$ cat src/riscv_macros.svh
`ifndef RISCV_MACROS_SVH
`define RISCV_MACROS_SVH

// Data path and address width
`define RV_XLEN 32

// Register index width
`define RV_REG_AW 5

// Memory sizes in words
`define RV_IMEM_DEPTH 64
`define RV_DMEM_DEPTH 64

`endif

$ cat src/fetch_stage.sv
`timescale 1ns/1ps
`default_nettype none

`include "riscv_macros.svh"

module fetch_stage (
	input  logic                               clk,
	input  logic                               rst,
	input  logic                               stall_f,
	input  logic                               redirect,
	input  logic [`RV_XLEN-1:0]                target,
	input  logic                               imem_we,
	input  logic [$clog2(`RV_IMEM_DEPTH)-1:0]  imem_addr,
	input  logic [`RV_XLEN-1:0]                imem_wdata,
	output logic [`RV_XLEN-1:0]                pc_f,
	output logic [`RV_XLEN-1:0]                pc_plus4_f,
	output logic [`RV_XLEN-1:0]                instr_f
);

	localparam int IMEM_AW = $clog2(`RV_IMEM_DEPTH);

	logic [`RV_XLEN-1:0] imem [0:`RV_IMEM_DEPTH-1];

	assign pc_plus4_f = pc_f + `RV_XLEN'd4;

	// Redirect wins over the load-use stall
	always_ff @(posedge clk) begin
		if (rst) begin
			pc_f <= '0;
		end else if (redirect) begin
			pc_f <= target;
		end else if (!stall_f) begin
			pc_f <= pc_plus4_f;
		end
	end

	// Program load, only while the core is held in reset
	always_ff @(posedge clk) begin
		if (rst && imem_we) begin
			imem[imem_addr] <= imem_wdata;
		end
	end

	assign instr_f = imem[pc_f[IMEM_AW+1:2]]; // Word index

endmodule

`default_nettype wire

$ cat config.mk
export PLATFORM = sky130hd
export DESIGN_NAME = fetch_stage
export DESIGN_NICKNAME = d
export VERILOG_FILES = /design/src/fetch_stage.sv
export VERILOG_INCLUDE_DIRS = /design/src
export SDC_FILE = /design/constraint.sdc
export NUM_CORES = 2
export LEC_CHECK = 0
export BUFFER_PORTS_ARGS = -buffer_cell sky130_fd_sc_hd__buf_2
export CORE_MARGIN = 2
export CORE_UTILIZATION = 35
export DETAILED_ROUTE_END_ITERATION = 16
export PLACE_DENSITY_LB_ADDON = 0.08
export SYNTH_ARGS = -nofsm -noshare
export SYNTH_HDL_FRONTEND = slang
export SYNTH_SLANG_ARGS = --single-unit
$ cat constraint.sdc
create_clock -name clk -period 4.3 [get_ports clk]
set_input_delay 0.215 -clock clk [delete_from_list [all_inputs] [get_ports clk]]
set_output_delay 0.215 -clock clk [all_outputs]
set_load 0.1 [all_outputs]
After elaboration in Yosys (flattened, before gate mapping)
Memories as Yosys holds them, arrays and structs flattened. A register that Yosys moved wholly into a read port is not among the register bits.
Cells that the tools add are included.
{"block": "op_classes", "n_eq_ne": 1, "addsub": 1, "n_reduce_logical": 1, "n_mux": 6}
{"cell": "32-bit two-way mux", "count": 2}
{"cell": "32-bit by 3-bit adder with 32-bit output, second input constant", "count": 1}
{"cell": "6-bit two-way mux", "count": 2}
{"cell": "1-bit two-way mux", "count": 2}
{"cell": "2-bit by 1-bit != test with 1-bit output, second input constant", "count": 1}
{"cell": "1-bit logical AND", "count": 1}
{"block": "word_totals", "ramBits": 2048, "wordCells": 11, "output_inout_bits": 96, "register_bits": 32, "n_memories": 1, "in_bits": 75}
{"name": "imem", "words": 64, "width": 32, "read_ports": 1, "rd_ports_with_merged_regs": 1, "wr": 1, "line_no": "fetch_stage.sv:22", "rtl": "logic [`RV_XLEN-1:0] imem [0:`RV_IMEM_DEPTH-1];"}

Longest topological paths before layout
{"block": "depth", "ltp_word": 5, "mapped_depth": 9, "mapped_depth_nobuf": 6}

Least setup slack after synthesis
No wires, ideal clock.
{"block": "synth_timing", "kind": "reg-to-output", "from": "register pc_f[2]", "to": "output pc_plus4_f[24]", "setup_slack_ns": 0.016, "t_arrival_ns": 4.069, "stages_incl_launch_ff": 7, "n_path_buf": 0, "required_time_ns": 4.085, "cell_sequence": "dfxtp_1 -> ha_1 -> nand3_2 -> or4b_4 -> or2_1 -> nor3_1 -> xor2_1"}
{"block": "synth_via", "elab_chain_cells": 1}
{"item": "start: declaration", "line_no": "fetch_stage.sv:15", "rtl": "output logic [`RV_XLEN-1:0] pc_f,"}
{"item": "start signal: assignment", "line_no": "fetch_stage.sv:31", "rtl": "pc_f <= target;"}
{"item": "start signal: assignment", "line_no": "fetch_stage.sv:33", "rtl": "pc_f <= pc_plus4_f;"}
{"item": "32-bit by 3-bit adder with 32-bit output", "line_no": "fetch_stage.sv:24", "rtl": "assign pc_plus4_f = pc_f + `RV_XLEN'd4;"}
{"item": "end: declaration", "line_no": "fetch_stage.sv:16", "rtl": "output logic [`RV_XLEN-1:0] pc_plus4_f,"}
Every way passes these cells.

==> results.yml <==
sta:
  fmax_mhz: 238
  final-max-slew-violation-count: 0
  worst_slack_ns: 0.107
  post-route-min-period_ns: 4.19
  tns_ns: 0
  maxSlewHeadroom: 0.330
  skew_ns: 0.00615
  rsz0062_at_grt: "no"
  worstMarginPinSlew_ns: 1.00
  setup-violations-final: 0
  whs_ns: 0.0399
  finalHoldViolations: 0
  finalCritPeriodShare: 0.975
setup_path:
  r2r_slack_ns: 1.37
  cp_slowest_cell: "dfxtp_4"
  critPathArrivalTime_ns: 3.98
  crit_required_ns: 4.09
  critPathMaxStageDelay_ns: 0.72
  cp_common_cell: "buf_4"
  critPathMaxFanout: 20
  cpLargestDelayFamily: "buffers and inverters"
  critPathCaptureType: "primary output"
  ff2ff_path_depth: 7
  worstPathCellList: "buf_4 -> buf_4 -> mux2i_1 -> o21ai_0 -> buf_4 -> nand2_1 -> nor2_1 -> buf_12"
  critical_path.startpoint_type: "flip-flop"
  reg2reg_to: "pc_f[24]"
  timing.rr.start: "pc_f[2]"
  path_buf_inv: 4
  path_class: "flip-flop to primary output"
yosys:
  postSynth.asyncResetShare: 0
  synth_edf_count: 2048
  syn_area_per_cell_sq_um: 21.7
  synth_seq_area_share: 0.776
  syn_nets: 3766
  yosysWarnings: 0
  synth-seq-cells: 2086
  ys_types: 59
  syn_area_sq_mm: 0.0802
  netlist_instances: 3690
  yosys_most_used_dff: "edfxtp_1"
placed_design:
  gp_congestion: 0.757
  dp_hpwl_um: 138000
  pre_cts_slack_ns: 0.598
  portBuffers: 170
grt:
  grt_pass1_vias: 41100
  grt.total_usage: 0.209
  grt_overflow: 0
  grt_antenna_before_repair: 11
  grt_start_max_net_pins: 65
  grt_pass1_wl_um: 337000
drt:
  dr.pass1.iters: 5
  wl_per_cell_um: 32.8
  wirelength_um: 244000
  vias_per_cell: 5.42
  ant_nets: 0
  drcViolationCount: 0
  initialDrtViolationCount: 3867
  num_vias: 40200
finish:
  drive_above_1_share: 0.313
  fillers: 20000
  nets: 4295
  areaGrowthSynthToFinish_pct: 18.8
floorplan:
  rows: 175
  pin_count: 171
  dieArea_sq_mm: 0.233
  core_area_sq_mm: 0.228
  start_util: 0.352
  die_w_um: 483
  die_h_um: 483
clock_tree:
  ctsHtreeMaxLevel: 4
  cts.clk_slew.worst_paths_ns: 0.06
  cts_buffer_depth: 3
  clock-sinks: 2086
  cts_root_buffer: "clkbuf_16"
  cts_buffers: 226
  clk_latency_ns: 0.86
  cts_tree: "built"
run:
  max_cap_viol_count: 0
run_status:
  status: "finished clean"
power:
  powerDensity_mw_per_mm2: 469
  p_leak_nw: 29.5
  peakVddDrop_v: 0.000288
  finalPower_mw: 44.7
min_path:
  min_from: "imem_wdata[26]"
  hold_depth: 2
  whs_endpoint: "imem[50][26]"
  hold_class: "input port to flip-flop"
[what timing repair did]
item	4_1_cts	5_1_grt
hold buffers	78	0
pin swaps	0	0
setup endpoints to repair	18	5
resized for setup	14	3
endpoints found under the hold margin	443	0
setup buffers	6	3
[cell usage in the layout, fill, tap and decap left out, types with 29 or more instances in the layout]
cell / Yosys / routed
a221oi_1: 52 / 49
mux2i_1: 105 / 105
nor2_1: 175 / 112
a21oi_1: 57 / 53
dlygate4sd3_1: 0 / 78
clkbuf_16: 0 / 230
clkinv_1: 0 / 52
o221ai_1: 29 / 29
edfxtp_1: 2048 / 2048
nand2_1: 71 / 70
o21ai_0: 62 / 60
mux2_2: 30 / 30
xnor2_1: 29 / 29
dfxtp_1: 38 / 32
clkbuf_1: 82 / 45
o22ai_1: 69 / 69
nor2_4: 0 / 62
clkinv_2: 0 / 56
buf_2: 97 / 139
mux4_2: 498 / 498
buf_12: 0 / 75
buf_4: 5 / 216
[where the power goes]
group          switching [mW]  internal [mW]
combinational            2.40           1.28
sequential             0.0852           22.4
clock                    8.01           10.5
[logic make-up (layout without fill, tap and decap cells)]
logic type | Yosys count | in the layout | synth area share
AO/OA/AOI/OAI | 324 | 324 | 0.0270
XOR/XNOR | 48 | 48 | 0.00524
adder cells (fa/ha/maj) | 1 | 1 | 0.000156
buffers and inverters | 220 | 934 | 0.0122
flip-flops | 2086 | 2086 | 0.776
multiplexers | 633 | 633 | 0.157
other | 0 | 6 | 0
AND/OR/NAND/NOR | 378 | 378 | 0.0224
[sequential cells by signal, summed over array words and instances (netlist names), named ones only]
register	flops
imem	2048
pc_f	32
[synth_stat cells, types with 8 or more instances]
cell type | number | area share
nor4_1 | 8 | 0.00062
mux2i_1 | 105 | 0.013
nor2b_1 | 13 | 0.0010
inv_1 | 9 | 0.00042
buf_2 | 97 | 0.0060
nor3_1 | 21 | 0.0013
mux2_2 | 30 | 0.0042
xnor2_1 | 29 | 0.0032
mux4_2 | 498 | 0.14
edfxtp_1 | 2048 | 0.77
nand2_1 | 71 | 0.0033
a21oi_1 | 57 | 0.0036
a221oi_1 | 52 | 0.0057
xor2_1 | 19 | 0.0021
nand3_1 | 23 | 0.0014
buf_1 | 25 | 0.0012
o21ai_0 | 62 | 0.0039
nand2b_1 | 16 | 0.0012
a211oi_1 | 19 | 0.0018
nor2_1 | 175 | 0.0082
o22ai_1 | 69 | 0.0054
clkbuf_1 | 82 | 0.0038
a31oi_1 | 8 | 0.00062
dfxtp_1 | 38 | 0.0095
o221ai_1 | 29 | 0.0032
[how the worst max path moves through the flow]
stage | from | to | cells past startpoint
final | flip-flop | instr_f[6] | 8
after global routing | flip-flop | instr_f[8] | 9
after CTS | flip-flop | instr_f[24] | 9
after detailed placement | flip-flop | instr_f[24] | 9
after global placement | flip-flop | instr_f[24] | 8
after floorplan | pc_f[2] | pc_plus4_f[24] | 6
[per-layer routing]
layer	vias to the layer above	global-route usage	share of wire
li1	16700	-	-
met1	22200	0.306	0.46
met2	1148	0.333	0.48
met3	235	0.0315	0.052
met4	2	0.0407	0.014
met5	-	0	0.000053
[per-stage QoR]
step	instances	cell area, sq um	util
2_1_floorplan	3690	80200	-
3_3_place_gp	6913	87400	0.384
3_5_place_dp	6913	87400	0.384
4_1_cts	7410	95300	0.418
5_1_grt	7414	95300	0.418
6_report	7419	95300	0.418
[layout make-up]
cell class	count	area, sq um	share of cell area
Timing Repair Buffer	512	4680	0.0491
Clock inverter	138	1060	0.0111
Sequential cell	2086	62300	0.654
Tap cell	3009	3760	0.0395
Inverter	9	33.8	0.000354
Antenna cell	6	15.0	0.000158
Clock buffer	275	5920	0.0622
Multi-Input combinational cell	1384	17500	0.184
Power figures use the tool's default switching activity.
