--- config.mk ---
export PLATFORM = sky130hd
export DESIGN_NAME = decode_stage
export DESIGN_NICKNAME = d
export VERILOG_FILES = /design/src/riscv_pkg.sv /design/src/decode_stage.sv
export VERILOG_INCLUDE_DIRS = /design/src
export SDC_FILE = /design/constraint.sdc
export NUM_CORES = 1
export LEC_CHECK = 0
export BUFFER_PORTS_ARGS = -buffer_cell sky130_fd_sc_hd__buf_4
export CORE_MARGIN = 3
export CORE_UTILIZATION = 30
export DETAILED_ROUTE_END_ITERATION = 16
export PLACE_DENSITY = 0.7
export SLEW_MARGIN = 20
export SYNTH_ARGS = -nofsm -noshare
export SYNTH_HDL_FRONTEND = slang
export SYNTH_SLANG_ARGS = --single-unit
--- constraint.sdc ---
create_clock -name clk -period 2.45 [get_ports clk]
set_input_delay 0 -clock clk [delete_from_list [all_inputs] [get_ports clk]]
set_output_delay 0 -clock clk [all_outputs]
set_load 0.02 [all_outputs]
--- src/riscv_macros.svh ---
`ifndef RISCV_MACROS_SVH
`define RISCV_MACROS_SVH

// Data path and address width
`define RV_XLEN 32

// Register index width
`define RV_REG_AW 5

// Memory sizes in words
`define RV_IMEM_DEPTH 64
`define RV_DMEM_DEPTH 64

`endif

--- src/riscv_pkg.sv ---
`default_nettype none

package riscv_pkg;

	// Major opcodes of the supported subset
	typedef enum logic [6:0] {
		OP_LW  = 7'b0000011,
		OP_SW  = 7'b0100011,
		OP_R   = 7'b0110011,
		OP_I   = 7'b0010011,
		OP_BEQ = 7'b1100011,
		OP_JAL = 7'b1101111
	} opcode_t;

	typedef enum logic [2:0] {
		ALU_ADD = 3'd0,
		ALU_SUB = 3'd1,
		ALU_AND = 3'd2,
		ALU_OR  = 3'd3,
		ALU_SLT = 3'd4
	} alu_op_t;

	typedef enum logic [1:0] {
		IMM_I = 2'd0,
		IMM_S = 2'd1,
		IMM_B = 2'd2,
		IMM_J = 2'd3
	} imm_src_t;

	typedef enum logic [1:0] {
		RES_ALU = 2'd0, // ALU result
		RES_MEM = 2'd1, // Load data
		RES_PC4 = 2'd2  // Link address
	} result_src_t;

	typedef enum logic [1:0] {
		FWD_RF  = 2'd0,
		FWD_WB  = 2'd1,
		FWD_MEM = 2'd2
	} fwd_sel_t;

endpackage

`default_nettype wire
--- src/decode_stage.sv ---
`timescale 1ns/1ps
`default_nettype none

`include "riscv_macros.svh"

module decode_stage (
	input  logic                         clk,
	input  logic                         rst,
	input  logic                         stall_d,
	input  logic                         flush_d,
	input  logic [`RV_XLEN-1:0]          pc_f,
	input  logic [`RV_XLEN-1:0]          pc_plus4_f,
	input  logic [`RV_XLEN-1:0]          instr_f,
	output logic [`RV_XLEN-1:0]          pc_d,
	output logic [`RV_XLEN-1:0]          pc_plus4_d,
	output logic [`RV_XLEN-1:0]          imm_d,
	output logic [`RV_REG_AW-1:0]        rs1_d,
	output logic [`RV_REG_AW-1:0]        rs2_d,
	output logic [`RV_REG_AW-1:0]        rd_d,
	output logic                         reg_write_d,
	output logic                         mem_write_d,
	output logic                         branch_d,
	output logic                         jump_d,
	output logic                         alu_src_d,
	output riscv_pkg::result_src_t       result_src_d,
	output riscv_pkg::alu_op_t           alu_op_d
);

	logic [`RV_XLEN-1:0]  instr_d;
	riscv_pkg::imm_src_t  imm_src;

	// An all-zero word is an unknown opcode and acts as the bubble
	always_ff @(posedge clk) begin
		if (rst || flush_d) begin
			instr_d <= '0;
		end else if (!stall_d) begin
			instr_d <= instr_f;
		end
	end

	always_ff @(posedge clk) begin
		if (!stall_d) begin
			pc_d       <= pc_f;
			pc_plus4_d <= pc_plus4_f;
		end
	end

	assign rs1_d = instr_d[19:15];
	assign rs2_d = instr_d[24:20];
	assign rd_d  = instr_d[11:7];

	always_comb begin
		reg_write_d  = 1'b0;
		mem_write_d  = 1'b0;
		branch_d     = 1'b0;
		jump_d       = 1'b0;
		alu_src_d    = 1'b0;
		result_src_d = riscv_pkg::RES_ALU;
		alu_op_d     = riscv_pkg::ALU_ADD;
		imm_src      = riscv_pkg::IMM_I;
		case (riscv_pkg::opcode_t'(instr_d[6:0]))
			riscv_pkg::OP_LW: begin
				reg_write_d  = 1'b1;
				alu_src_d    = 1'b1;
				result_src_d = riscv_pkg::RES_MEM;
			end
			riscv_pkg::OP_SW: begin
				mem_write_d = 1'b1;
				alu_src_d   = 1'b1;
				imm_src     = riscv_pkg::IMM_S;
			end
			riscv_pkg::OP_R: begin
				reg_write_d = 1'b1;
				case (instr_d[14:12])
					3'b000:  alu_op_d = instr_d[30] ? riscv_pkg::ALU_SUB : riscv_pkg::ALU_ADD;
					3'b010:  alu_op_d = riscv_pkg::ALU_SLT;
					3'b110:  alu_op_d = riscv_pkg::ALU_OR;
					3'b111:  alu_op_d = riscv_pkg::ALU_AND;
					default: alu_op_d = riscv_pkg::ALU_ADD;
				endcase
			end
			riscv_pkg::OP_I: begin // addi only
				reg_write_d = 1'b1;
				alu_src_d   = 1'b1;
			end
			riscv_pkg::OP_BEQ: begin
				branch_d = 1'b1;
				alu_op_d = riscv_pkg::ALU_SUB;
				imm_src  = riscv_pkg::IMM_B;
			end
			riscv_pkg::OP_JAL: begin
				reg_write_d  = 1'b1;
				jump_d       = 1'b1;
				result_src_d = riscv_pkg::RES_PC4;
				imm_src      = riscv_pkg::IMM_J;
			end
			default: ; // No write, no store, no redirect
		endcase
	end

	// Sign-extended immediates
	always_comb begin
		case (imm_src)
			riscv_pkg::IMM_S: imm_d = {{20{instr_d[31]}}, instr_d[31:25], instr_d[11:7]};
			riscv_pkg::IMM_B: imm_d = {{20{instr_d[31]}}, instr_d[7], instr_d[30:25],
				instr_d[11:8], 1'b0};
			riscv_pkg::IMM_J: imm_d = {{12{instr_d[31]}}, instr_d[19:12], instr_d[20],
				instr_d[30:21], 1'b0};
			default:          imm_d = {{20{instr_d[31]}}, instr_d[31:20]};
		endcase
	end

endmodule

`default_nettype wire

### Word level (Yosys, flattened, before mapping)

Index checks and enable logic that the tools add are counted.

* bits in registers: 96
* bits in latches: 0
* RAM bits: 0
* ROM bits: 0
* input bits: 100
* output and inout bits: 121
* logic and storage cells: 30
* memories: 0

* add/subtract/negate cells: 0
* multiply operators: 0
* divide/modulo/power cells: 0
* magnitude comparators: 0
* equality and inequality tests: 12
* shifts and indexed selects: 0
* mux-type cells: 11
* bitwise gates (word level): 0
* reductions and logical operators: 4

Operator list (count)
* $pmux W20 S3: 1
* $eq A7 B6 Y1 const B: 2
* $eq A7 B7 Y1 const B: 2
* $pmux W3 S4: 1
* $eq A7 B2 Y1 const B: 1
* $eq A7 B5 Y1 const B: 1
* $eq A3 B3 Y1 const B: 2
* $mux W1: 6
* $pmux W2 S3: 1
* $pmux W3 S2: 1
* $eq A2 B2 Y1 const B: 2
* $pmux W2 S2: 1
* $reduce_or A4 Y1: 1
* $eq A3 B2 Y1 const B: 1
* $logic_not A3 Y1: 1
* $reduce_or A3 Y1: 1
* $eq A2 B1 Y1 const B: 1
* $logic_or A1 B1 Y1: 1

### Depth between registers and ports, before layout

* depth in word-level cells: 4
* depth in mapped cells: 5
* depth with buffers taken out: 3

### Worst setup path before layout

OpenSTA, ideal clock, no wires.

* path kind: input to register
* from: in stall_d
* to: reg pc_d[0] (enable)
* setup time: 0.418 ns
* data arrival time: 1.619 ns
* data required time: 2.032 ns
* setup slack: 0.413 ns
* stages on the path: 3
* buffers on the path: 2
* cell sequence: buf_2 -> buf_2 -> inv_1

RTL lines
* start, declared: line decode_stage.sv:9 `input logic stall_d,`
* end signal, assigned: line decode_stage.sv:43 `pc_d <= pc_f;`
* end, declared: line decode_stage.sv:14 `` output logic [`RV_XLEN-1:0] pc_d, ``

No word-level cell between the ends.

### Worst setup path after layout

* from: reg instr_d[2]
* to: out imm_d[4]

* longest elaborated chain between the ends: 4
* elaborated cells on any way between the ends: 8
* those cells by class: 6 x eq/ne; 2 x mux

RTL lines
* start, declared: line decode_stage.sv:29 `` logic [`RV_XLEN-1:0] instr_d; ``
* start signal, assigned: line decode_stage.sv:37 `instr_d <= instr_f;`
* $eq A7 B7 Y1 or $eq A7 B6 Y1 (tied branches): line decode_stage.sv:61 `case (riscv_pkg::opcode_t'(instr_d[6:0]))`
* $pmux W2 S3 *: line decode_stage.sv:61
* $eq A2 B2 Y1 or $eq A2 B1 Y1 (tied branches): line decode_stage.sv:103 `case (imm_src)`
* $pmux W20 S3 *: line decode_stage.sv:103
* end, declared: line decode_stage.sv:16 `` output logic [`RV_XLEN-1:0] imm_d, ``

Every way passes the cells marked *; elsewhere a longest branch is shown, timed or not.

==> summary.md <==
| Metric | Value |
|---|---|
| Status | `complete, no violations` |
| Initial antenna violation count | `2` |
| # nets final | `638` |
| Crit path DAT | `2.02 ns` |
| Grt total ovfl | `0` |
| Drt wl/cell | `16.67 um` |
| Synth warnings | `0` |
| Top Ports | `221` |
| Hold/Removal Path Class | `input port to register` |
| Final non-filler cell total | `713` |
| Placed cell count | `599` |
| Peak supply drop | `246.1 uV` |
| Hold WS | `0.1341 ns` |
| CTS root buf | `clkbuf_16` |
| Clk_skew | `0 ns` |
| Iter 0 DRT Violations | `156` |
| FF+latch count, synth | `96` |
| DRT Wirelength | `11890 um` |
| Relative slew slack | `0.5763` |
| Die ar. | `13750 sq um` |
| Fillers | `982` |
| Crit Path Class | `register to primary output` |
| Syn avg cell area | `14.39 sq um` |
| Max Clk Rate | `0.4950 GHz` |
| Crit path max fanout | `18` |
| Startpoint Class | `register` |
| Final hold viol count | `0` |
| Final worst path period share | `0.8246` |
| Setup violators final | `0` |
| Yosys cell types | `33` |
| Least-Margin Pin Slew | `0.6356 ns` |
| Tot Pwr | `3.891 mW` |
| Area growth syn-to-layout | `75.50%` |
| Maximum clock path buffer count | `2` |
| Net Count, Synth | `358` |
| Post-Syn Area | `3712 sq um` |
| First-pass GRT wire length | `16780 um` |
| Placer Congestion | `0.7336` |
| Std cell rows | `40` |
| CTS H-tree lvls | `3` |
| Port Buffers | `220` |
| Layout cell share with drive strength beyond 1 | `0.4567` |
| DRT Pass-1 Iters | `4` |
| Core area | `12060 sq um` |
| Final Critical Period | `2.020 ns` |
| CTS Buf Count | `9` |
| Top-area cell type share of the netlist area | `0.5177` |
| Synth top area cells | `edfxtp_1, dfxtp_1, mux2i_1, buf_4, nor2_1` |
| Post-synth top area cell | `edfxtp_1` |
| Pins Over Slew Limit | `0` |
| Critical path endpoint category | `primary output` |
| Setup bufs post-CTS | `0` |
| Reg-to-reg setup timing slack | `1.42 ns` |
| Die width | `117.2 um` |
| CTS tree | `yes` |
| Post-DP HPWL | `7482 um` |
| Total GRT Usage | `0.1630` |
| Cells after synthesis | `258` |
| Starting density of the core | `0.3078` |
| Post_cts resized | `0` |
| Setup TNS Final | `0 ns` |
| Worst-path clk slew | `0.07 ns` |
| Largest net degree at the start of global routing | `41` |
| Vias in the first global route | `3140` |
| Post-route ant nets | `0` |
| Clock sink total | `96` |
| Final core utilization | `0.5401` |
| Max-cap violations | `0` |
| Clk Latency, worst-skew pair | `0.33 ns` |
| Unrepaired setup endpoints after global routing | `no` |
| PD cells | `597.3 nW/um^2` |
| Vias | `3038` |
| Sequential fraction of the synthesis area | `0.6903` |
| Die height | `117.2 um` |
| Vias per cell | `4.261` |
| LEAKAGE | `2.961 nW` |
| DR DRC count | `0` |
| Required time of the critical path | `2.45 ns` |
cell usage after synthesis:
library cell / instances
nand3_1: 3
buf_6: 2
nor3_2: 1
mux2i_1: 32
o211ai_1: 1
clkbuf_1: 6
a32o_1: 1
nor3_1: 1
and4b_1: 1
nor4b_1: 1
nor2_1: 37
a311oi_1: 1
nand4_1: 2
dfxtp_1: 32
and3_1: 2
inv_1: 4
edfxtp_1: 64
buf_4: 34
a41o_1: 8
and3b_1: 2
a21boi_0: 1
and2_4: 1
nor3b_1: 1
o21ai_0: 2
a41oi_4: 1
buf_1: 1
and2b_2: 1
and2_2: 1
nand2_1: 2
mux2_2: 4
o31ai_1: 1
or2_2: 1
buf_2: 6
report_power, final:
group | total, mW | switching (mW) | internal, mW
clock network | 1.33 | 0.627 | 0.703
logic | 0.672 | 0.305 | 0.367
registers | 1.89 | 0.0505 | 1.84
registers in the layout, summed over array words and instances, names as in the netlist:
register and count:
pc_plus4_d 32, pc_d 32, instr_d 32
stage by stage:
step / setup slack [ns] / instance area, sq um
2_1_floorplan: 0.4127 / 3712
3_3_place_gp: 0.8269 / 5268
3_5_place_dp: 0.7587 / 5268
4_1_cts: 0.3706 / 6510
5_1_grt: 0.2470 / 6515
6_report: 0.4298 / 6515
critical path, cell delays in order (launching register included):
cell and delay (ns):
dfxtp_1 0.70, nor2_1 0.15, nand2_1 0.28, mux2_2 0.38, buf_4 0.16
area by class of cell:
class | count | area [sq um] | area share
diodes | 2 | 5.005 | 0.0007682
clock buffers | 10 | 229.0 | 0.03515
clock inverters | 6 | 52.55 | 0.008066
inverters | 4 | 15.01 | 0.002305
multi-input cells | 109 | 800.8 | 0.1229
flip-flops and latches | 96 | 2562 | 0.3933
well taps | 168 | 210.2 | 0.03226
repair buffers | 318 | 2640 | 0.4052
timing repair:
action                     4_1_cts  5_1_grt
setup endpoints to repair        0        0
hold buffers                    96        0
hold endpoints to repair        96        0
path summary, 6_finish.rpt:
| check | startpoint | end | cells past startpoint |
|---|---|---|---|
| max | instr_d[2]$_SDFFE_PP0N_ | imm_d[4] | 4 |
| max reg2reg | instr_d[3]$_SDFFE_PP0N_ | instr_d[3]$_SDFFE_PP0N_ | 2 |
| min | stall_d | instr_d[11]$_SDFFE_PP0N_ | 3 |
| min reg2reg | instr_d[27]$_SDFFE_PP0N_ | instr_d[27]$_SDFFE_PP0N_ | 2 |
layer usage:
layer	global-route usage	part of all wire
met5	0	0
met4	0.06881	0.022
met3	0.04422	0.080
met2	0.2888	0.51
met1	0.1839	0.39
placed cells by master (no fill, tap or decap), types with 3 or more instances in the layout:
| cell type | n |
|---|---|
| a41o_1 | 8 |
| buf_4 | 221 |
| clkbuf_16 | 9 |
| clkinvlp_4 | 4 |
| dfxtp_1 | 32 |
| dlygate4sd3_1 | 96 |
| edfxtp_1 | 64 |
| inv_1 | 3 |
| mux2_2 | 4 |
| mux2i_1 | 32 |
| nand3_1 | 3 |
| nor2_1 | 37 |
logic make-up after synthesis:
| kind of cell | synth area share |
|---|---|
| AOI/OAI and AO/OA | 0.04281 |
| buffers and inverters | 0.09403 |
| DFF | 0.6903 |
| muxes | 0.09842 |
| and+or+nand+nor | 0.07449 |
Power figures use the tool's default switching activity.
