--- config.mk ---
export PLATFORM = sky130hd
export DESIGN_NAME = execute_stage
export DESIGN_NICKNAME = d
export VERILOG_FILES = /design/src/riscv_pkg.sv /design/src/execute_stage.sv
export VERILOG_INCLUDE_DIRS = /design/src
export SDC_FILE = /design/constraint.sdc
export NUM_CORES = 1
export LEC_CHECK = 0
export ABC_CLOCK_PERIOD_IN_PS = 5100
export BUFFER_PORTS_ARGS = -buffer_cell sky130_fd_sc_hd__buf_4
export CAP_MARGIN = 0
export CORE_MARGIN = 3
export CORE_UTILIZATION = 39
export CTS_BUF_LIST = sky130_fd_sc_hd__clkbuf_2 sky130_fd_sc_hd__clkbuf_4 sky130_fd_sc_hd__clkbuf_8
export CTS_CLUSTER_DIAMETER = 80
export CTS_CLUSTER_SIZE = 20
export DETAILED_ROUTE_END_ITERATION = 8
export RECOVER_POWER = 100
export SLEW_MARGIN = 10
export SYNTH_ARGS = -nofsm -noshare
export SYNTH_HDL_FRONTEND = slang
export SYNTH_SLANG_ARGS = --single-unit
--- constraint.sdc ---
create_clock -name clk -period 5.1 [get_ports clk]
set_input_delay 0.51 -clock clk [delete_from_list [all_inputs] [get_ports clk]]
set_output_delay 0.51 -clock clk [all_outputs]
set_load 0.03 [all_outputs]
--- src/riscv_macros.svh ---
`ifndef RISCV_MACROS_SVH
`define RISCV_MACROS_SVH

// Data path and address width
`define RV_XLEN 32

// Register index width
`define RV_REG_AW 5

// Memory sizes in words
`define RV_IMEM_DEPTH 64
`define RV_DMEM_DEPTH 64

`endif

--- src/riscv_pkg.sv ---
`default_nettype none

package riscv_pkg;

	// Major opcodes of the supported subset
	typedef enum logic [6:0] {
		OP_LW  = 7'b0000011,
		OP_SW  = 7'b0100011,
		OP_R   = 7'b0110011,
		OP_I   = 7'b0010011,
		OP_BEQ = 7'b1100011,
		OP_JAL = 7'b1101111
	} opcode_t;

	typedef enum logic [2:0] {
		ALU_ADD = 3'd0,
		ALU_SUB = 3'd1,
		ALU_AND = 3'd2,
		ALU_OR  = 3'd3,
		ALU_SLT = 3'd4
	} alu_op_t;

	typedef enum logic [1:0] {
		IMM_I = 2'd0,
		IMM_S = 2'd1,
		IMM_B = 2'd2,
		IMM_J = 2'd3
	} imm_src_t;

	typedef enum logic [1:0] {
		RES_ALU = 2'd0, // ALU result
		RES_MEM = 2'd1, // Load data
		RES_PC4 = 2'd2  // Link address
	} result_src_t;

	typedef enum logic [1:0] {
		FWD_RF  = 2'd0,
		FWD_WB  = 2'd1,
		FWD_MEM = 2'd2
	} fwd_sel_t;

endpackage

`default_nettype wire
--- src/execute_stage.sv ---
`timescale 1ns/1ps
`default_nettype none

`include "riscv_macros.svh"

module execute_stage (
	input  logic                         clk,
	input  logic                         rst,
	input  logic                         flush_e,
	input  logic [`RV_XLEN-1:0]          pc_d,
	input  logic [`RV_XLEN-1:0]          pc_plus4_d,
	input  logic [`RV_XLEN-1:0]          imm_d,
	input  logic [`RV_REG_AW-1:0]        rs1_d,
	input  logic [`RV_REG_AW-1:0]        rs2_d,
	input  logic [`RV_REG_AW-1:0]        rd_d,
	input  logic                         reg_write_d,
	input  logic                         mem_write_d,
	input  logic                         branch_d,
	input  logic                         jump_d,
	input  logic                         alu_src_d,
	input  riscv_pkg::result_src_t       result_src_d,
	input  riscv_pkg::alu_op_t           alu_op_d,
	input  logic [`RV_XLEN-1:0]          rd1_d,
	input  logic [`RV_XLEN-1:0]          rd2_d,
	input  riscv_pkg::fwd_sel_t          fwd_a,
	input  riscv_pkg::fwd_sel_t          fwd_b,
	input  logic [`RV_XLEN-1:0]          alu_result_m,
	input  logic [`RV_XLEN-1:0]          result_w,
	output logic [`RV_REG_AW-1:0]        rs1_e,
	output logic [`RV_REG_AW-1:0]        rs2_e,
	output logic [`RV_REG_AW-1:0]        rd_e,
	output logic                         reg_write_e,
	output logic                         mem_write_e,
	output logic                         is_load_e,
	output riscv_pkg::result_src_t       result_src_e,
	output logic [`RV_XLEN-1:0]          alu_result_e,
	output logic [`RV_XLEN-1:0]          store_data_e,
	output logic [`RV_XLEN-1:0]          pc_plus4_e,
	output logic                         redirect,
	output logic [`RV_XLEN-1:0]          target
);

	logic                 branch_e;
	logic                 jump_e;
	logic                 alu_src_e;
	riscv_pkg::alu_op_t   alu_op_e;
	logic [`RV_XLEN-1:0]  pc_e;
	logic [`RV_XLEN-1:0]  imm_e;
	logic [`RV_XLEN-1:0]  rd1_e;
	logic [`RV_XLEN-1:0]  rd2_e;
	logic [`RV_XLEN-1:0]  src_a;
	logic [`RV_XLEN-1:0]  src_b;

	// Control half, cleared to a bubble
	always_ff @(posedge clk) begin
		if (rst || flush_e) begin
			reg_write_e  <= 1'b0;
			mem_write_e  <= 1'b0;
			branch_e     <= 1'b0;
			jump_e       <= 1'b0;
			result_src_e <= riscv_pkg::RES_ALU;
			rs1_e        <= '0;
			rs2_e        <= '0;
			rd_e         <= '0;
		end else begin
			reg_write_e  <= reg_write_d;
			mem_write_e  <= mem_write_d;
			branch_e     <= branch_d;
			jump_e       <= jump_d;
			result_src_e <= result_src_d;
			rs1_e        <= rs1_d;
			rs2_e        <= rs2_d;
			rd_e         <= rd_d;
		end
	end

	always_ff @(posedge clk) begin
		alu_src_e  <= alu_src_d;
		alu_op_e   <= alu_op_d;
		pc_e       <= pc_d;
		pc_plus4_e <= pc_plus4_d;
		imm_e      <= imm_d;
		rd1_e      <= rd1_d;
		rd2_e      <= rd2_d;
	end

	assign is_load_e = (result_src_e == riscv_pkg::RES_MEM);

	always_comb begin
		case (fwd_a)
			riscv_pkg::FWD_MEM: src_a = alu_result_m;
			riscv_pkg::FWD_WB:  src_a = result_w;
			default:            src_a = rd1_e;
		endcase
		case (fwd_b)
			riscv_pkg::FWD_MEM: store_data_e = alu_result_m;
			riscv_pkg::FWD_WB:  store_data_e = result_w;
			default:            store_data_e = rd2_e;
		endcase
	end

	assign src_b = alu_src_e ? imm_e : store_data_e;

	always_comb begin
		case (alu_op_e)
			riscv_pkg::ALU_SUB: alu_result_e = src_a - src_b;
			riscv_pkg::ALU_AND: alu_result_e = src_a & src_b;
			riscv_pkg::ALU_OR:  alu_result_e = src_a | src_b;
			riscv_pkg::ALU_SLT: alu_result_e = {{(`RV_XLEN-1){1'b0}},
				$signed(src_a) < $signed(src_b)};
			default:            alu_result_e = src_a + src_b;
		endcase
	end

	assign target   = pc_e + imm_e;
	assign redirect = jump_e || (branch_e && src_a == store_data_e); // beq compares forwarded rs2

endmodule

`default_nettype wire

### Word level (Yosys, flattened, before mapping)

Index checks and enable logic that the tools add are counted.

* word-level logic and storage cells: 38
* output and inout bits: 149
* bits in registers: 185

* eq/ne operators: 10
* reductions and logical operators: 3
* mux-type cells: 4
* add/sub/neg operators: 3
* bitwise logic cells: 2
* $lt $le $gt $ge: 1

Operators by type and width (count)
* 32-bit one-hot mux with 2 select lines: 2
* 32-bit one-hot mux with 4 select lines: 1
* 32-bit adder: 2
* 32-bit AND: 1
* 32-bit equality test: 1
* 32-bit less-than comparator: 1
* 32-bit 2-to-1 mux: 1
* 32-bit OR: 1
* 32-bit subtractor: 1
* 2-bit by 1-bit equality test with 1-bit output (second input constant): 3
* 3-bit by 2-bit equality test with 1-bit output (second input constant): 2
* 2-bit equality test (second input constant): 2
* 3-bit by 1-bit equality test with 1-bit output (second input constant): 1
* 3-bit equality test (second input constant): 1
* 1-bit logical OR: 2
* 1-bit logical AND: 1

### Depth between registers and ports, before layout

* depth in word-level cells: 5
* gate-level depth with buffers: 20

### Least setup slack after synthesis

OpenSTA, ideal clock, no wires.

* path type: input to output
* from: input port fwd_b[0]
* to: output port alu_result_e[29]
* arrival: 4752 ps
* path slack: -162 ps
* data required time: 4590 ps
* cell stages on the path: 18
* cells stage by stage: inv_1 > ha_1 > clkbuf_1 > buf_1 > clkbuf_1 > a21oi_1 > o21ai_0 > ha_1 > buf_2 > and3_1 > a221o_1 > a221oi_2 > o31ai_1 > a21o_1 > a211oi_1 > a21oi_1 > o21a_1 > nor3_1

* word-level cells in the longest chain between the ends: 5
* elaborated cells between the ends (all ways): 9
* those cells by class: 2 x add/sub; 2 x eq/ne; 3 x mux; 2 x bitwise

Ends and longest elaborated chain
* from (decl): line execute_stage.sv:26 `input riscv_pkg::fwd_sel_t fwd_b,`
* 2-bit by 1-bit equality test with 1-bit output or 2-bit equality test (tied branches): line execute_stage.sv:95 `case (fwd_b)`
* 32-bit one-hot mux with 2 select lines *: line execute_stage.sv:95
* 32-bit 2-to-1 mux *: line execute_stage.sv:102 `assign src_b = alu_src_e ? imm_e : store_data_e;`
* 32-bit adder, or another cell as far along: line execute_stage.sv:111 `default: alu_result_e = src_a + src_b;`
* 32-bit one-hot mux with 4 select lines *: line execute_stage.sv:105 `case (alu_op_e)`
* to (decl): line execute_stage.sv:36 `` output logic [`RV_XLEN-1:0] alu_result_e, ``

Mark *: on every way between the ends. The rest lies on a longest branch, timed or not.

### Final worst setup path

* from: input port fwd_b[1]
* to: output port alu_result_e[28]

Same word-level chain as after synthesis.

==> summary.md <==
| Metric | Value |
|---|---|
| Remaining global-route overflow | 0 |
| Post-layout min period | 4970 ps |
| Pins over their slew limit | 0 |
| Yosys cell types | 77 |
| I/O Buffers | 404 |
| Peak Freq | 0.201 GHz |
| Max_cap viols | 0 |
| Synthesized cell area | 12000 µm² |
| Leak | 8.30 nW |
| Avg WL per Cell | 21.7 µm |
| Core footprint | 30000 µm² |
| Clock Tree Root | clkbuf_8 |
| Worst min path class | in2reg |
| Row cnt | 63 |
| Max FO, Critical Path | 8 |
| Post-DR vias/cell | 5.45 |
| WP data arrival | 4460 ps |
| Slowest cell on crit path | fa_2 |
| Period Utilization, post-route | 97.5% |
| Cell area power density | 309 nW/µm² |
| CTS tree | built |
| Placer Congestion | 0.987 |
| Clock tree sinks | 185 |
| Cell mode on critical path | buf_4 |
| Largest net degree at the start of global routing | 33 |
| CP required | 4590 ps |
| DRT Wirelength | 52600 µm |
| DR vias | 13200 |
| Final setup violation count | 0 |
| Pwr Total | 5.32 mW |
| Share of layout cells above drive strength 1 | 31.3% |
| CTS buffer count | 17 |
| Die Y | 181 µm |
| Clock Path Buffers | 2 |
| Async SR Flop Fraction | 0% |
| DRT iter0 DRCs | 1081 |
| HPWL after DPL | 44000 µm |
| CP peak stage delay | 390 ps |
| DR pass1 iterations | 6 |
| Sequential area share after synthesis | 30.9% |
| Initial Utilization | 40.1% |
| Status | complete, no violations |
| Seq cells post-synth | 185 |
| Worst-Margin Slew | 1100 ps |
| Die X | 181 µm |
| Endpoints failing hold | 0 |
| Buf+Inv Stages, Crit Path | 6 |
| Cells after Synth | 1489 |
| Hold Buf Count CTS | 0 |
| Slew HR | 26.7% |
| Remaining DRCs | 0 |
| Setup crit end kind | output port |
| Antenna violations before repair | 5 |
| Critical-path cell list | buf_4 -> inv_1 -> ha_4 -> buf_12 -> a22oi_1 -> o21a_1 -> o21ai_2 -> buf_4 -> ha_2 -> fa_2 -> nor2_4 -> o311a_4 -> a21oi_2 -> o31a_4 -> o31ai_4 -> a211o_2 -> a21oi_4 -> buf_4 -> o41ai_4 -> o221a_2 -> o21ai_2 -> buf_4 |
| Crit start category | input pin |
| Setup CP Type | in2out |
| Post-placement cell area | 16600 µm² |
| Antenna Nets Post-Route | 0 |
| CP delay by family, top | compound AO/OA/AOI/OAI gates |
| H-tree lvl count | 4 |
| Synth Warn # | 0 |
| Final Core Density | 57.5% |
| VDD IR max | 0.277 mV |
| Via count of the first global-routing pass | 13000 |
| Post-Syn Area per Cell | 8.06 µm² |
| Layout overhead on the synthesized area | 43.6% |
| Unrepaired setup endpoints after global routing | true |
| Synth Flop Type | dfxtp_1 |
| Final Net Count | 2408 |
| Total GRT Usage | 30.4% |
| First-pass GRT wire length | 76800 µm |
| Post-Layout Inst Area | 17200 µm² |
| Post-synth EDFFs | 0 |
| Clk slew on worst S/H paths | 120 ps |
| Num ports | 405 |
| DIE AREA | 32900 µm² |
| Mapped Nets | 1879 |
-- layout make-up --
| class | instances | area [µm²] |
|---|---|---|
| Multi-Input combinational cell | 1086 | 7850 |
| Sequential cell | 185 | 3710 |
| Timing Repair Buffer | 580 | 4190 |
| Inverter | 148 | 556 |
| Clock inverter | 14 | 178 |
| Tap cell | 390 | 488 |
| Antenna cell | 5 | 12.5 |
| Clock buffer | 18 | 248 |
| Fill cell | 2911 | 12700 |
-- cells by family after synthesis --
| group | Yosys count | synth area share [%] |
|---|---|---|
| DFF | 185 | 30.9 |
| and+or+nand+nor | 371 | 14.1 |
| AOI/OAI and AO/OA | 514 | 29.0 |
| muxes | 3 | 0.261 |
| buffers and inverters | 218 | 6.90 |
| xor gates and xnor gates | 64 | 4.67 |
| adders and majority gates | 134 | 14.2 |
-- metal layers --
metal | track usage (%) | part of all wire, % | up-vias
met2 | 52.2 | 49 | 581
met4 | 10.4 | 3.7 | 0
met5 | 0 | 0 | -
li1 | - | - | 6322
met1 | 38.5 | 41 | 6229
met3 | 5.67 | 6.9 | 86
-- report_power, final --
part / leakage [nW] / internal [mW] / switching [mW]
Combinational: 6.53 / 1.12 / 1.57
Sequential: 1.56 / 1.52 / 0.0424
Clock: 0.215 / 0.470 / 0.596
Total: 8.30 / 3.11 / 2.21
-- registers in the layout, summed over array words and instances, names as in the netlist, 2 cells and up --
signal	cells
result_src_e	2
rs1_e	5
alu_op_e	3
imm_e	32
rd1_e	32
pc_e	32
pc_plus4_e	32
rs2_e	5
rd2_e	32
rd_e	5
-- repair_timing --
item,4_1_cts,5_1_grt
setup endpoints to repair,5,13
setup buffers,0,6
gates resized for setup,10,69
gates cloned,0,1
pin swaps,1,27
-- Yosys cell counts, drive strengths merged (13+ instances only) --
| cell | count | area (µm²) |
|---|---|---|
| inv | 148 | 556 |
| o21a | 28 | 210 |
| nand2b | 16 | 100 |
| a22oi | 69 | 518 |
| a221oi | 15 | 138 |
| o22ai | 20 | 125 |
| a21oi | 141 | 721 |
| nor3 | 17 | 90.1 |
| buf | 19 | 81.3 |
| and2 | 24 | 150 |
| clkbuf | 51 | 191 |
| nor2b | 18 | 113 |
| o221ai | 18 | 158 |
| xnor2 | 44 | 385 |
| a21o | 30 | 225 |
| nand3 | 18 | 90.1 |
| nor2 | 126 | 473 |
| xor2 | 20 | 175 |
| ha | 131 | 1640 |
| o21bai | 21 | 158 |
| o211ai | 13 | 97.6 |
| o21ai | 79 | 399 |
| dfxtp | 185 | 3700 |
| nand2 | 116 | 435 |
-- path summary, 6_finish.rpt --
kind	slack, ps	start	depth (start not counted)	end
worst max-delay path	130	fwd_b[1]	22	alu_result_e[28]
worst min-delay path	120	rd1_d[11]	1	rd1_e[11]
-- stage by stage --
| stage | setup TNS, ps | instances | hold slack [ps] | worst slack [ps] |
|---|---|---|---|---|
| floorplan | 0 | 1489 | 538 | 66.4 |
| global placement | -35.1 | 2382 | 614 | -35.1 |
| detailed placement | -155 | 2382 | 615 | -78.1 |
| CTS | 0 | 2414 | 42.9 | 3.11 |
| global route | -54.3 | 2425 | 94.1 | -35.2 |
| finish | 0 | 2426 | 119 | 128 |
-- cell usage in the layout (no fill, tap or decap), types with 16 or more instances in the layout --
cell and count:
clkbuf_1 65, nor2_1 123, a21o_1 30, xor2_1 19, clkbuf_8 18, ha_1 119, o21ai_0 62, nand3_1 18
inv_1 147, a22oi_1 69, dfxtp_1 184, o21bai_1 21, clkbuf_4 158, a21oi_1 126, o221ai_1 17, o21a_1 28
xnor2_1 43, nand2b_1 16, nor2b_1 17, buf_4 350, nand2_1 116, o22ai_1 19
Note: power is estimated with default switching activity, not from simulation.
