$ cat src/riscv_macros.svh
`ifndef RISCV_MACROS_SVH
`define RISCV_MACROS_SVH

// Data path and address width
`define RV_XLEN 32

// Register index width
`define RV_REG_AW 5

// Memory sizes in words
`define RV_IMEM_DEPTH 64
`define RV_DMEM_DEPTH 64

`endif

$ cat src/riscv_pkg.sv
`default_nettype none

package riscv_pkg;

	// Major opcodes of the supported subset
	typedef enum logic [6:0] {
		OP_LW  = 7'b0000011,
		OP_SW  = 7'b0100011,
		OP_R   = 7'b0110011,
		OP_I   = 7'b0010011,
		OP_BEQ = 7'b1100011,
		OP_JAL = 7'b1101111
	} opcode_t;

	typedef enum logic [2:0] {
		ALU_ADD = 3'd0,
		ALU_SUB = 3'd1,
		ALU_AND = 3'd2,
		ALU_OR  = 3'd3,
		ALU_SLT = 3'd4
	} alu_op_t;

	typedef enum logic [1:0] {
		IMM_I = 2'd0,
		IMM_S = 2'd1,
		IMM_B = 2'd2,
		IMM_J = 2'd3
	} imm_src_t;

	typedef enum logic [1:0] {
		RES_ALU = 2'd0, // ALU result
		RES_MEM = 2'd1, // Load data
		RES_PC4 = 2'd2  // Link address
	} result_src_t;

	typedef enum logic [1:0] {
		FWD_RF  = 2'd0,
		FWD_WB  = 2'd1,
		FWD_MEM = 2'd2
	} fwd_sel_t;

endpackage

`default_nettype wire
$ cat src/hazard_unit.sv
`timescale 1ns/1ps
`default_nettype none

`include "riscv_macros.svh"

module hazard_unit (
	input  logic [`RV_REG_AW-1:0] rs1_d,
	input  logic [`RV_REG_AW-1:0] rs2_d,
	input  logic [`RV_REG_AW-1:0] rs1_e,
	input  logic [`RV_REG_AW-1:0] rs2_e,
	input  logic [`RV_REG_AW-1:0] rd_e,
	input  logic [`RV_REG_AW-1:0] rd_m,
	input  logic [`RV_REG_AW-1:0] rd_w,
	input  logic                  is_load_e,
	input  logic                  reg_write_m,
	input  logic                  reg_write_w,
	input  logic                  redirect,
	output logic                  stall_f,
	output logic                  stall_d,
	output logic                  flush_d,
	output logic                  flush_e,
	output riscv_pkg::fwd_sel_t   fwd_a,
	output riscv_pkg::fwd_sel_t   fwd_b
);

	logic load_use;

	// Youngest producer wins, x0 is never forwarded
	function automatic riscv_pkg::fwd_sel_t pick_fwd(input logic [`RV_REG_AW-1:0] rs);
		if (rs != '0 && reg_write_m && rd_m == rs) begin
			return riscv_pkg::FWD_MEM;
		end else if (rs != '0 && reg_write_w && rd_w == rs) begin
			return riscv_pkg::FWD_WB;
		end
		return riscv_pkg::FWD_RF;
	endfunction

	always_comb begin
		fwd_a = pick_fwd(rs1_e);
		fwd_b = pick_fwd(rs2_e);
	end

	assign load_use = is_load_e && rd_e != '0 && (rd_e == rs1_d || rd_e == rs2_d);

	assign stall_f = load_use;
	assign stall_d = load_use;
	assign flush_d = redirect;            // Drops the instruction in decode
	assign flush_e = load_use || redirect;

endmodule

`default_nettype wire

$ cat config.mk
export PLATFORM = sky130hd
export DESIGN_NAME = hazard_unit
export DESIGN_NICKNAME = d
export VERILOG_FILES = /design/src/riscv_pkg.sv /design/src/hazard_unit.sv
export VERILOG_INCLUDE_DIRS = /design/src
export SDC_FILE = /design/constraint.sdc
export NUM_CORES = 1
export LEC_CHECK = 0
export BUFFER_PORTS_ARGS = -buffer_cell sky130_fd_sc_hd__buf_2
export CAP_MARGIN = 20
export CORE_AREA = 2 2 39 41
export DETAILED_ROUTE_END_ITERATION = 12
export DIE_AREA = 0 0 41 43
export GPL_TIMING_DRIVEN = 0
export MAX_ROUTING_LAYER = met4
export PLACE_DENSITY_LB_ADDON = 0.15
export SLEW_MARGIN = 15
export SYNTH_ARGS = -nofsm -noshare
export SYNTH_HDL_FRONTEND = slang
export SYNTH_SLANG_ARGS = --single-unit
export TNS_END_PERCENT = 30
$ cat constraint.sdc
create_clock -name vclk -period 1.24
set_input_delay 0.124 -clock vclk [all_inputs]
set_output_delay 0.124 -clock vclk [all_outputs]
set_load 0.03 [all_outputs]
# After elaboration in Yosys (flattened, before gate mapping)
# Cells that the tools add are included.
# W data, S select, Z words.
word_totals:
  regBits: 0
  output_inout_bits: 8
  wordCells: 31
classes:
  n_eq_ne: 6
  mux: 10
  reduce_logical: 15
op_table:
  columns: ["cell", "n"]
  rows:
  - ["$eq A5 B5 Y1", 6]
  - ["$reduce_bool A5 Y1", 3]
  - ["$mux W2", 6]
  - ["$logic_and A1 B1 Y1", 10]
  - ["$mux W1", 4]
  - ["$logic_or A1 B1 Y1", 2]

# Logic depth before layout (Yosys ltp)
# Gate-level depths: netlist of run 1.
depth:
  depth_word: 6
  depth_mapped: 5
  mapped_depth_nobuf: 4

# Worst setup path after synthesis of run 1
# Ideal clock, no wire load.
synth_path:
  kind: "input-to-output"
  from: "input port rs1_e[1]"
  to: "output port fwd_a[0]"
  cell_stages: 4
  required_ns: 1.116
  path_buffers: 0
  path_slack_ns: -0.431
  arrival_time_ns: 1.547
  cell_sequence: "or4_4 -> nor2_4 -> nor4_2 -> nor4_2"
synth_via:
  elab_chain_cells: 6
synth_lines:
  columns: ["element", "line_no", "source"]
  rows:
  - ["start, declared", "hazard_unit.sv:9", "input logic [`RV_REG_AW-1:0] rs1_e,"]
  - ["$reduce_bool A5 Y1", "hazard_unit.sv:30, hazard_unit.sv:32", null]
  - ["$logic_and A1 B1 Y1 (2 in series)", "hazard_unit.sv:32", "end else if (rs != '0 && reg_write_w && rd_w == rs) begin"]
  - ["$mux W1", "hazard_unit.sv:32", null]
  - ["$mux W1", "hazard_unit.sv:30", "if (rs != '0 && reg_write_m && rd_m == rs) begin"]
  - ["$mux W2 (*)", "hazard_unit.sv:35", "return riscv_pkg::FWD_RF;"]
  - ["end, declared", "hazard_unit.sv:22", "output riscv_pkg::fwd_sel_t fwd_a,"]
# Every way passes the cells marked *; elsewhere a longest branch is shown, timed or not.

# Worst setup path in the final report of run 1
layout_path:
  from: "input port rs1_e[4]"
  to: "output port fwd_a[0]"
# Same word-level chain as after synthesis.

==> metrics.md, run 1 <==
| Metric | Value |
|---|---|
| Hold Crit Class | in -> out |
| Most frequent cells in the layout | buf_2 (37), xnor2_1 (16), xor2_1 (14), buf_4 (11) |
| Vias per inst | 4.664 |
| Number of max-cap violations | 0 |
| Fill count | 130 |
| Row Count | 14 |
| Core ar. | 0.001384 mm² |
| Worst slew pin tran | 0.2857 ns |
| Vias in the first global route | 526 |
| Synth Net Count | 94 |
| Cell Chain, Critical Path | buf_8, or4_4, nor2_4, nor4_4, nor4_4, buf_6 |
| Placed Area | 744.5 µm² |
| Multi-input gate area | 481.7 µm² |
| Yosys warns | 0 |
| Final period utilization | 118.5% |
| Final min period | 1.470 ns |
| Hold_sp | redirect |
| Worst EP required | 1.12 ns |
| RSZ-0062 raised after global routing | yes |
| Layout Area Growth over Synthesis | 83.47% |
| Syn Inst Count | 55 |
| Placed Cells | 118 |
| CP endpoint kind | output pin |
| Final hold viol count | 0 |
| Most frequent CP cell | nor4_4 |
| Commonest non-fill, non-tap cell in the layout | buf_2 |
| Netlist cell types | 14 |
| Hold path depth | 3 |
| Sequential share of power | 0% |
| Status | finished, violations left |
| Leak Pwr | 0.3670 nW |
| Slowest CP cell | or4_4 |
| First-pass GRT wire length | 1918 µm |
| WL final | 1306 µm |
| Final Max Slew Viols | 0 |
| I/O pins | 47 |
| Final setup margin | -0.2296 ns |
| DR vias | 569 |
| Hold path endpoint | flush_e |
| CLK BUF | 0 |
| Max transition margin | 80.81% |
| Total grt overflow | 0 |
| Kind of start point of the critical path | input pin |
| Combinational Power Share | 100.0% |
| Cell Count, Final, Fillers Out | 122 |
| Seq. cell area | 0 µm² |
| Critical path fanouts, max | 3 |
| Setup violators final | 7 |
| Critical path's largest stage delay | 0.54 ns |
| Iteration-0 DRC Markers | 0 |
| Largest net degree at the start of global routing | 4 |
| Pre-antenna DRT Iters | 1 |
| Gr usage total | 15.25% |
| Initial antenna violation count | 0 |
| Worst path bufs/invs | 2 |
| Switch Pwr | 0.0001308 W |
| Antenna Nets Post-Route | 0 |
| Routability-driven placement congestion ratio | 0.6272 |
| Crit path kind | in -> out |
| Die Wd | 41 µm |
| Post-detail-place hpwl | 1152 µm |
| Final core occ | 60.22% |
| IO buf count | 47 |
| Fin nets | 147 |
| N_diodes | 0 |
| CP top delay family | simple AND/OR/NAND/NOR gates |
| Setup tns final | -0.8164 ns |
| Clk network pwr share | 0% |
| DIE AREA | 0.001763 mm² |
| Drt drc | 0 |
| Pwr Density | 325.5 mW/mm² |
| Worst path arrival time | 1.35 ns |
| Sw frac | 48.21% |
| Layout cells sized above 1 | 59.43% |
| Peak supply drop | 0.1490 mV |
| Failing checks | negative setup slack |
| Pre-CTS setup slack | -0.3301 ns |
| Internal cell power | 0.0001405 W |
| Fin area | 833.3 µm² |
| Die Height | 43 µm |
| Post-CTS Hold Buffers | 0 |
| Synthesized cell area | 454.2 µm² |
| Fmax | 0.6805 GHz |
| Seq/Total Area, Yosys | 0% |
| Syn Area/Cell | 8.258 µm² |
| FF+latch count | 0 |
| DR WL/cell | 10.70 µm |
| Initial Utilization | 32.82% |
how the worst max path moves through the flow:
stage,depth (start not counted),to,startpoint,slack (ns)
3_5_place_dp,6,fwd_a[0],rs1_e[1],-0.33
2_1_floorplan,4,fwd_a[0],rs1_e[1],-0.24
6_report,6,fwd_a[0],rs1_e[4],-0.23
5_1_grt,6,fwd_b[0],rs2_e[1],-0.27
4_1_cts,6,fwd_b[0],rs2_e[1],-0.25
3_3_place_gp,6,fwd_a[0],rs1_e[1],-0.33
area by class of cell:
| cell class | count | share of cell area (%) |
|---|---|---|
| multi-input combinational | 53 | 57.81 |
| timing repair buffer | 51 | 37.99 |
| buffer | 2 | 1.802 |
| tap | 16 | 2.402 |
stage by stage:
| step | power [W] | hold WS, ns |
|---|---|---|
| 2_1_floorplan | 0.0001372 | 0.3797 |
| 3_3_place_gp | 0.0002493 | 0.5987 |
| 3_5_place_dp | 0.0002526 | 0.5995 |
| 4_1_cts | 0.0002715 | 0.5848 |
| 5_1_grt | 0.0002972 | 0.5989 |
| 6_report | 0.0002713 | 0.5797 |
power groups by stage:
stage	Clock [W]	Combinational (W)	Sequential (W)
6_report	0	0.000271	0
5_1_grt	0	0.000297	0
4_1_cts	0	0.000271	0
3_5_place_dp	0	0.000253	0
3_3_place_gp	0	0.000249	0
2_1_floorplan	0	0.000137	0
metal layers:
layer / part of all wire, % / vias to the layer above / GRT usage [%]
li1: - / 294 / -
met1: 35 / 243 / 15.51
met2: 55 / 32 / 30.94
met3: 11 / 0 / 0.5236
met4: 0 / 0 / 0
met5: 0 / - / -
cell usage after synthesis, drive strengths merged:
library cell  instances  area share, %
nor4                  4             11
nand4                 4            5.5
nor2                  5            7.4
or4                   3            6.6
buf                   2            3.3
xor2                 14             27
o21bai                1            1.7
nand2                 2            1.7
a22oi                 1            1.7
o21ai                 1            1.1
xnor2                16             31
nor3                  2            2.2
timing repair:
action	CTS	global route
endpoints found under the hold margin	0	0
resized for setup	17	3
gates cloned	0	0
pin swaps	8	2
buffers inserted	2	2
endpoints found under the setup margin	7	7
cells by family after synthesis:
logic type	synth area share, %
buffers and inverters	3.305
AOI/OAI and AO/OA	4.408
xor gates and xnor gates	57.85
and+or+nand+nor	34.44
Power figures use the tool's default switching activity.
==> run 2, diff against run 1 <==
- CELL_PAD_IN_SITES_DETAIL_PLACEMENT: unset -> 0
- CELL_PAD_IN_SITES_GLOBAL_PLACEMENT: unset -> 1
- CORE_AREA: 2 2 39 41 -> unset
- CORE_UTILIZATION: unset -> 24
- DIE_AREA: 0 0 41 43 -> unset
==> metrics.md, run 2 (synthesis results as in run 1) <==
| Metric | Value |
|---|---|
| Seq. cell area | 0 µm² (unchanged) |
| Final hold viol count | 0 (unchanged) |
| Total power draw | 0.0002734 W (+0.80%) |
| Antenna Nets Post-Route | 0 (unchanged) |
| Critical path's largest stage delay | 0.53 ns (about the same) |
| Placed Cells | 127 (+7.6%) |
| Fmax | 0.6766 GHz (-0.57%) |
| Fill count | 181 (+39%) |
| Hold Crit Class | in -> out |
| FF+latch count | 0 (unchanged) |
| Peak supply drop | 0.1394 mV (-6.4%) |
| WL final | 1300 µm (-0.46%) |
| CLK BUF | 0 (unchanged) |
| CP top delay family | simple AND/OR/NAND/NOR gates |
| Cell Chain, Critical Path | buf_8, or4_4, nor2_4, nor4_4, nor4_4, buf_6 |
| Leak Pwr | 0.3617 nW (-1.4%) |
| Total grt overflow | 0 (unchanged) |
| Worst path bufs/invs | 2 (unchanged) |
| I/O pins | 47 (unchanged) |
| Final min period | 1.478 ns (+0.008363 ns) |
| Gr usage total | 13.76% (-1.5 points) |
| Worst EP required | 1.12 ns (about the same) |
| Pwr Density | 325.2 mW/mm² (-0.10%) |
| CP Launch Point | rs1_e[4] |
| N_diodes | 0 (unchanged) |
| CP endpoint kind | output pin |
| Worst path arrival time | 1.35 ns (about the same) |
| Worst slew pin tran | 0.2846 ns (-0.001102 ns) |
| Pre-antenna DRT Iters | 1 (unchanged) |
| Slowest CP cell | or4_4 |
| DIE AREA | 0.002070 mm² (+17%) |
| Worst hold slack | 0.5956 ns (+0.01597 ns) |
| Crit path kind | in -> out |
| Crit path to | fwd_a[0] |
| Failing checks | negative setup slack |
| Post-detail-place hpwl | 1153 µm (about the same) |
| Cell Count, Final, Fillers Out | 130 (+6.6%) |
| Most frequent cells in the layout | buf_2 (37), xnor2_1 (16), xor2_1 (14), buf_4 (9) |
| Row Count | 15 (+1) |
| Vias per inst | 4.362 (-6.5%) |
| Stages on worst setup path | 6 (unchanged) |
| Number of max-cap violations | 0 (unchanged) |
| Setup tns final | -0.7638 ns (+0.05255 ns) |
| Fin nets | 146 (-0.68%) |
| Routability-driven placement congestion ratio | 0.7456 (+19%) |
| First-pass GRT wire length | 2139 µm (+12%) |
| Largest net degree at the start of global routing | 4 (unchanged) |
| DR WL/cell | 10.00 µm (-6.6%) |
| Most frequent CP cell | nor4_4 |
| Core ar. | 0.001745 mm² (+26%) |
| Commonest non-fill, non-tap cell in the layout | buf_2 |
| Pre-CTS setup slack | -0.3419 ns (-0.01180 ns) |
| RSZ-0062 raised after global routing | yes |
| Max transition margin | 80.88% (about the same) |
| Layout cells sized above 1 | 59.05% (-0.39 points) |
| IO buf count | 47 (unchanged) |
| Initial antenna violation count | 0 (unchanged) |
| Setup violators final | 7 (unchanged) |
| Hold_sp | redirect |
| Die Height | 45.50 µm (+5.8%) |
| Multi-input gate area | 481.7 µm² (unchanged) |
| Layout Area Growth over Synthesis | 85.12% |
| DR vias | 567 (-0.35%) |
| Kind of start point of the critical path | input pin |
| Iteration-0 DRC Markers | 0 (unchanged) |
| Die Wd | 45.50 µm (+11%) |
| Final period utilization | 119.2% (+0.67 points) |
| Drt drc | 0 (unchanged) |
| Critical path fanouts, max | 2 (-1) |
| Final Max Slew Viols | 0 (unchanged) |
| Initial Utilization | 26.02% (-6.8 points) |
| Status | finished, violations left |
| Vias in the first global route | 558 (+6.1%) |
| Final setup margin | -0.2380 ns (-0.008363 ns) |
[run 2: changes by cell type in the layout (fill, tap and decap cells not counted)]
cell	before	now
buf_4	11	9
buf_6	3	4
[run 2: worst min-delay path by stage]
stage / cells after the start / slack, ns / to
after floorplan: 1 / 0.38 / flush_d
after global placement: 3 / 0.60 / flush_d
after detailed placement: 3 / 0.61 / flush_d
after CTS: 3 / 0.60 / flush_e
after global routing: 3 / 0.61 / flush_e
final: 3 / 0.60 / flush_e
[run 2: timing repair]
item | in CTS | in global routing
pin swaps | 4 | 1
endpoints found under the hold margin | 0 | 0
setup endpoints to repair | 7 | 7
resized for setup | 19 | 2
hold buffers | 0 | 0
setup buffers | 2 | 1
[run 2: per-stage QoR]
step                      util (%)  area (µm²)
after floorplan                  -       489.2
after global placement       43.30       755.7
after detailed placement     43.30       755.7
after CTS                    47.31       825.8
after global routing         48.17       840.8
final                        48.17       840.8
[run 2: area by class of cell]
| type | instances | share of cell area (%) |
|---|---|---|
| Multi-Input combinational cell | 53 | 57.29 |
| Timing Repair Buffer | 50 | 37.20 |
| Tap cell | 25 | 3.720 |
| Buffer | 2 | 1.786 |
[run 2: layer usage]
metal / share of wire [%] / track usage, % / up-vias
li1: - / - / 292
met1: 40 / 16.47 / 247
met2: 51 / 26.57 / 28
met3: 8.2 / 0.3968 / 0
met4: 0 / 0 / 0
met5: 0 / - / -
[run 2: power by group]
part	switching, W	total, W	leakage [nW]	internal, W
Clock	0	0	0	0
Sequential	0	0	0	0
Combinational	0.000132	0.000273	0.362	0.000141
Total	0.000132	0.000273	0.362	0.000141
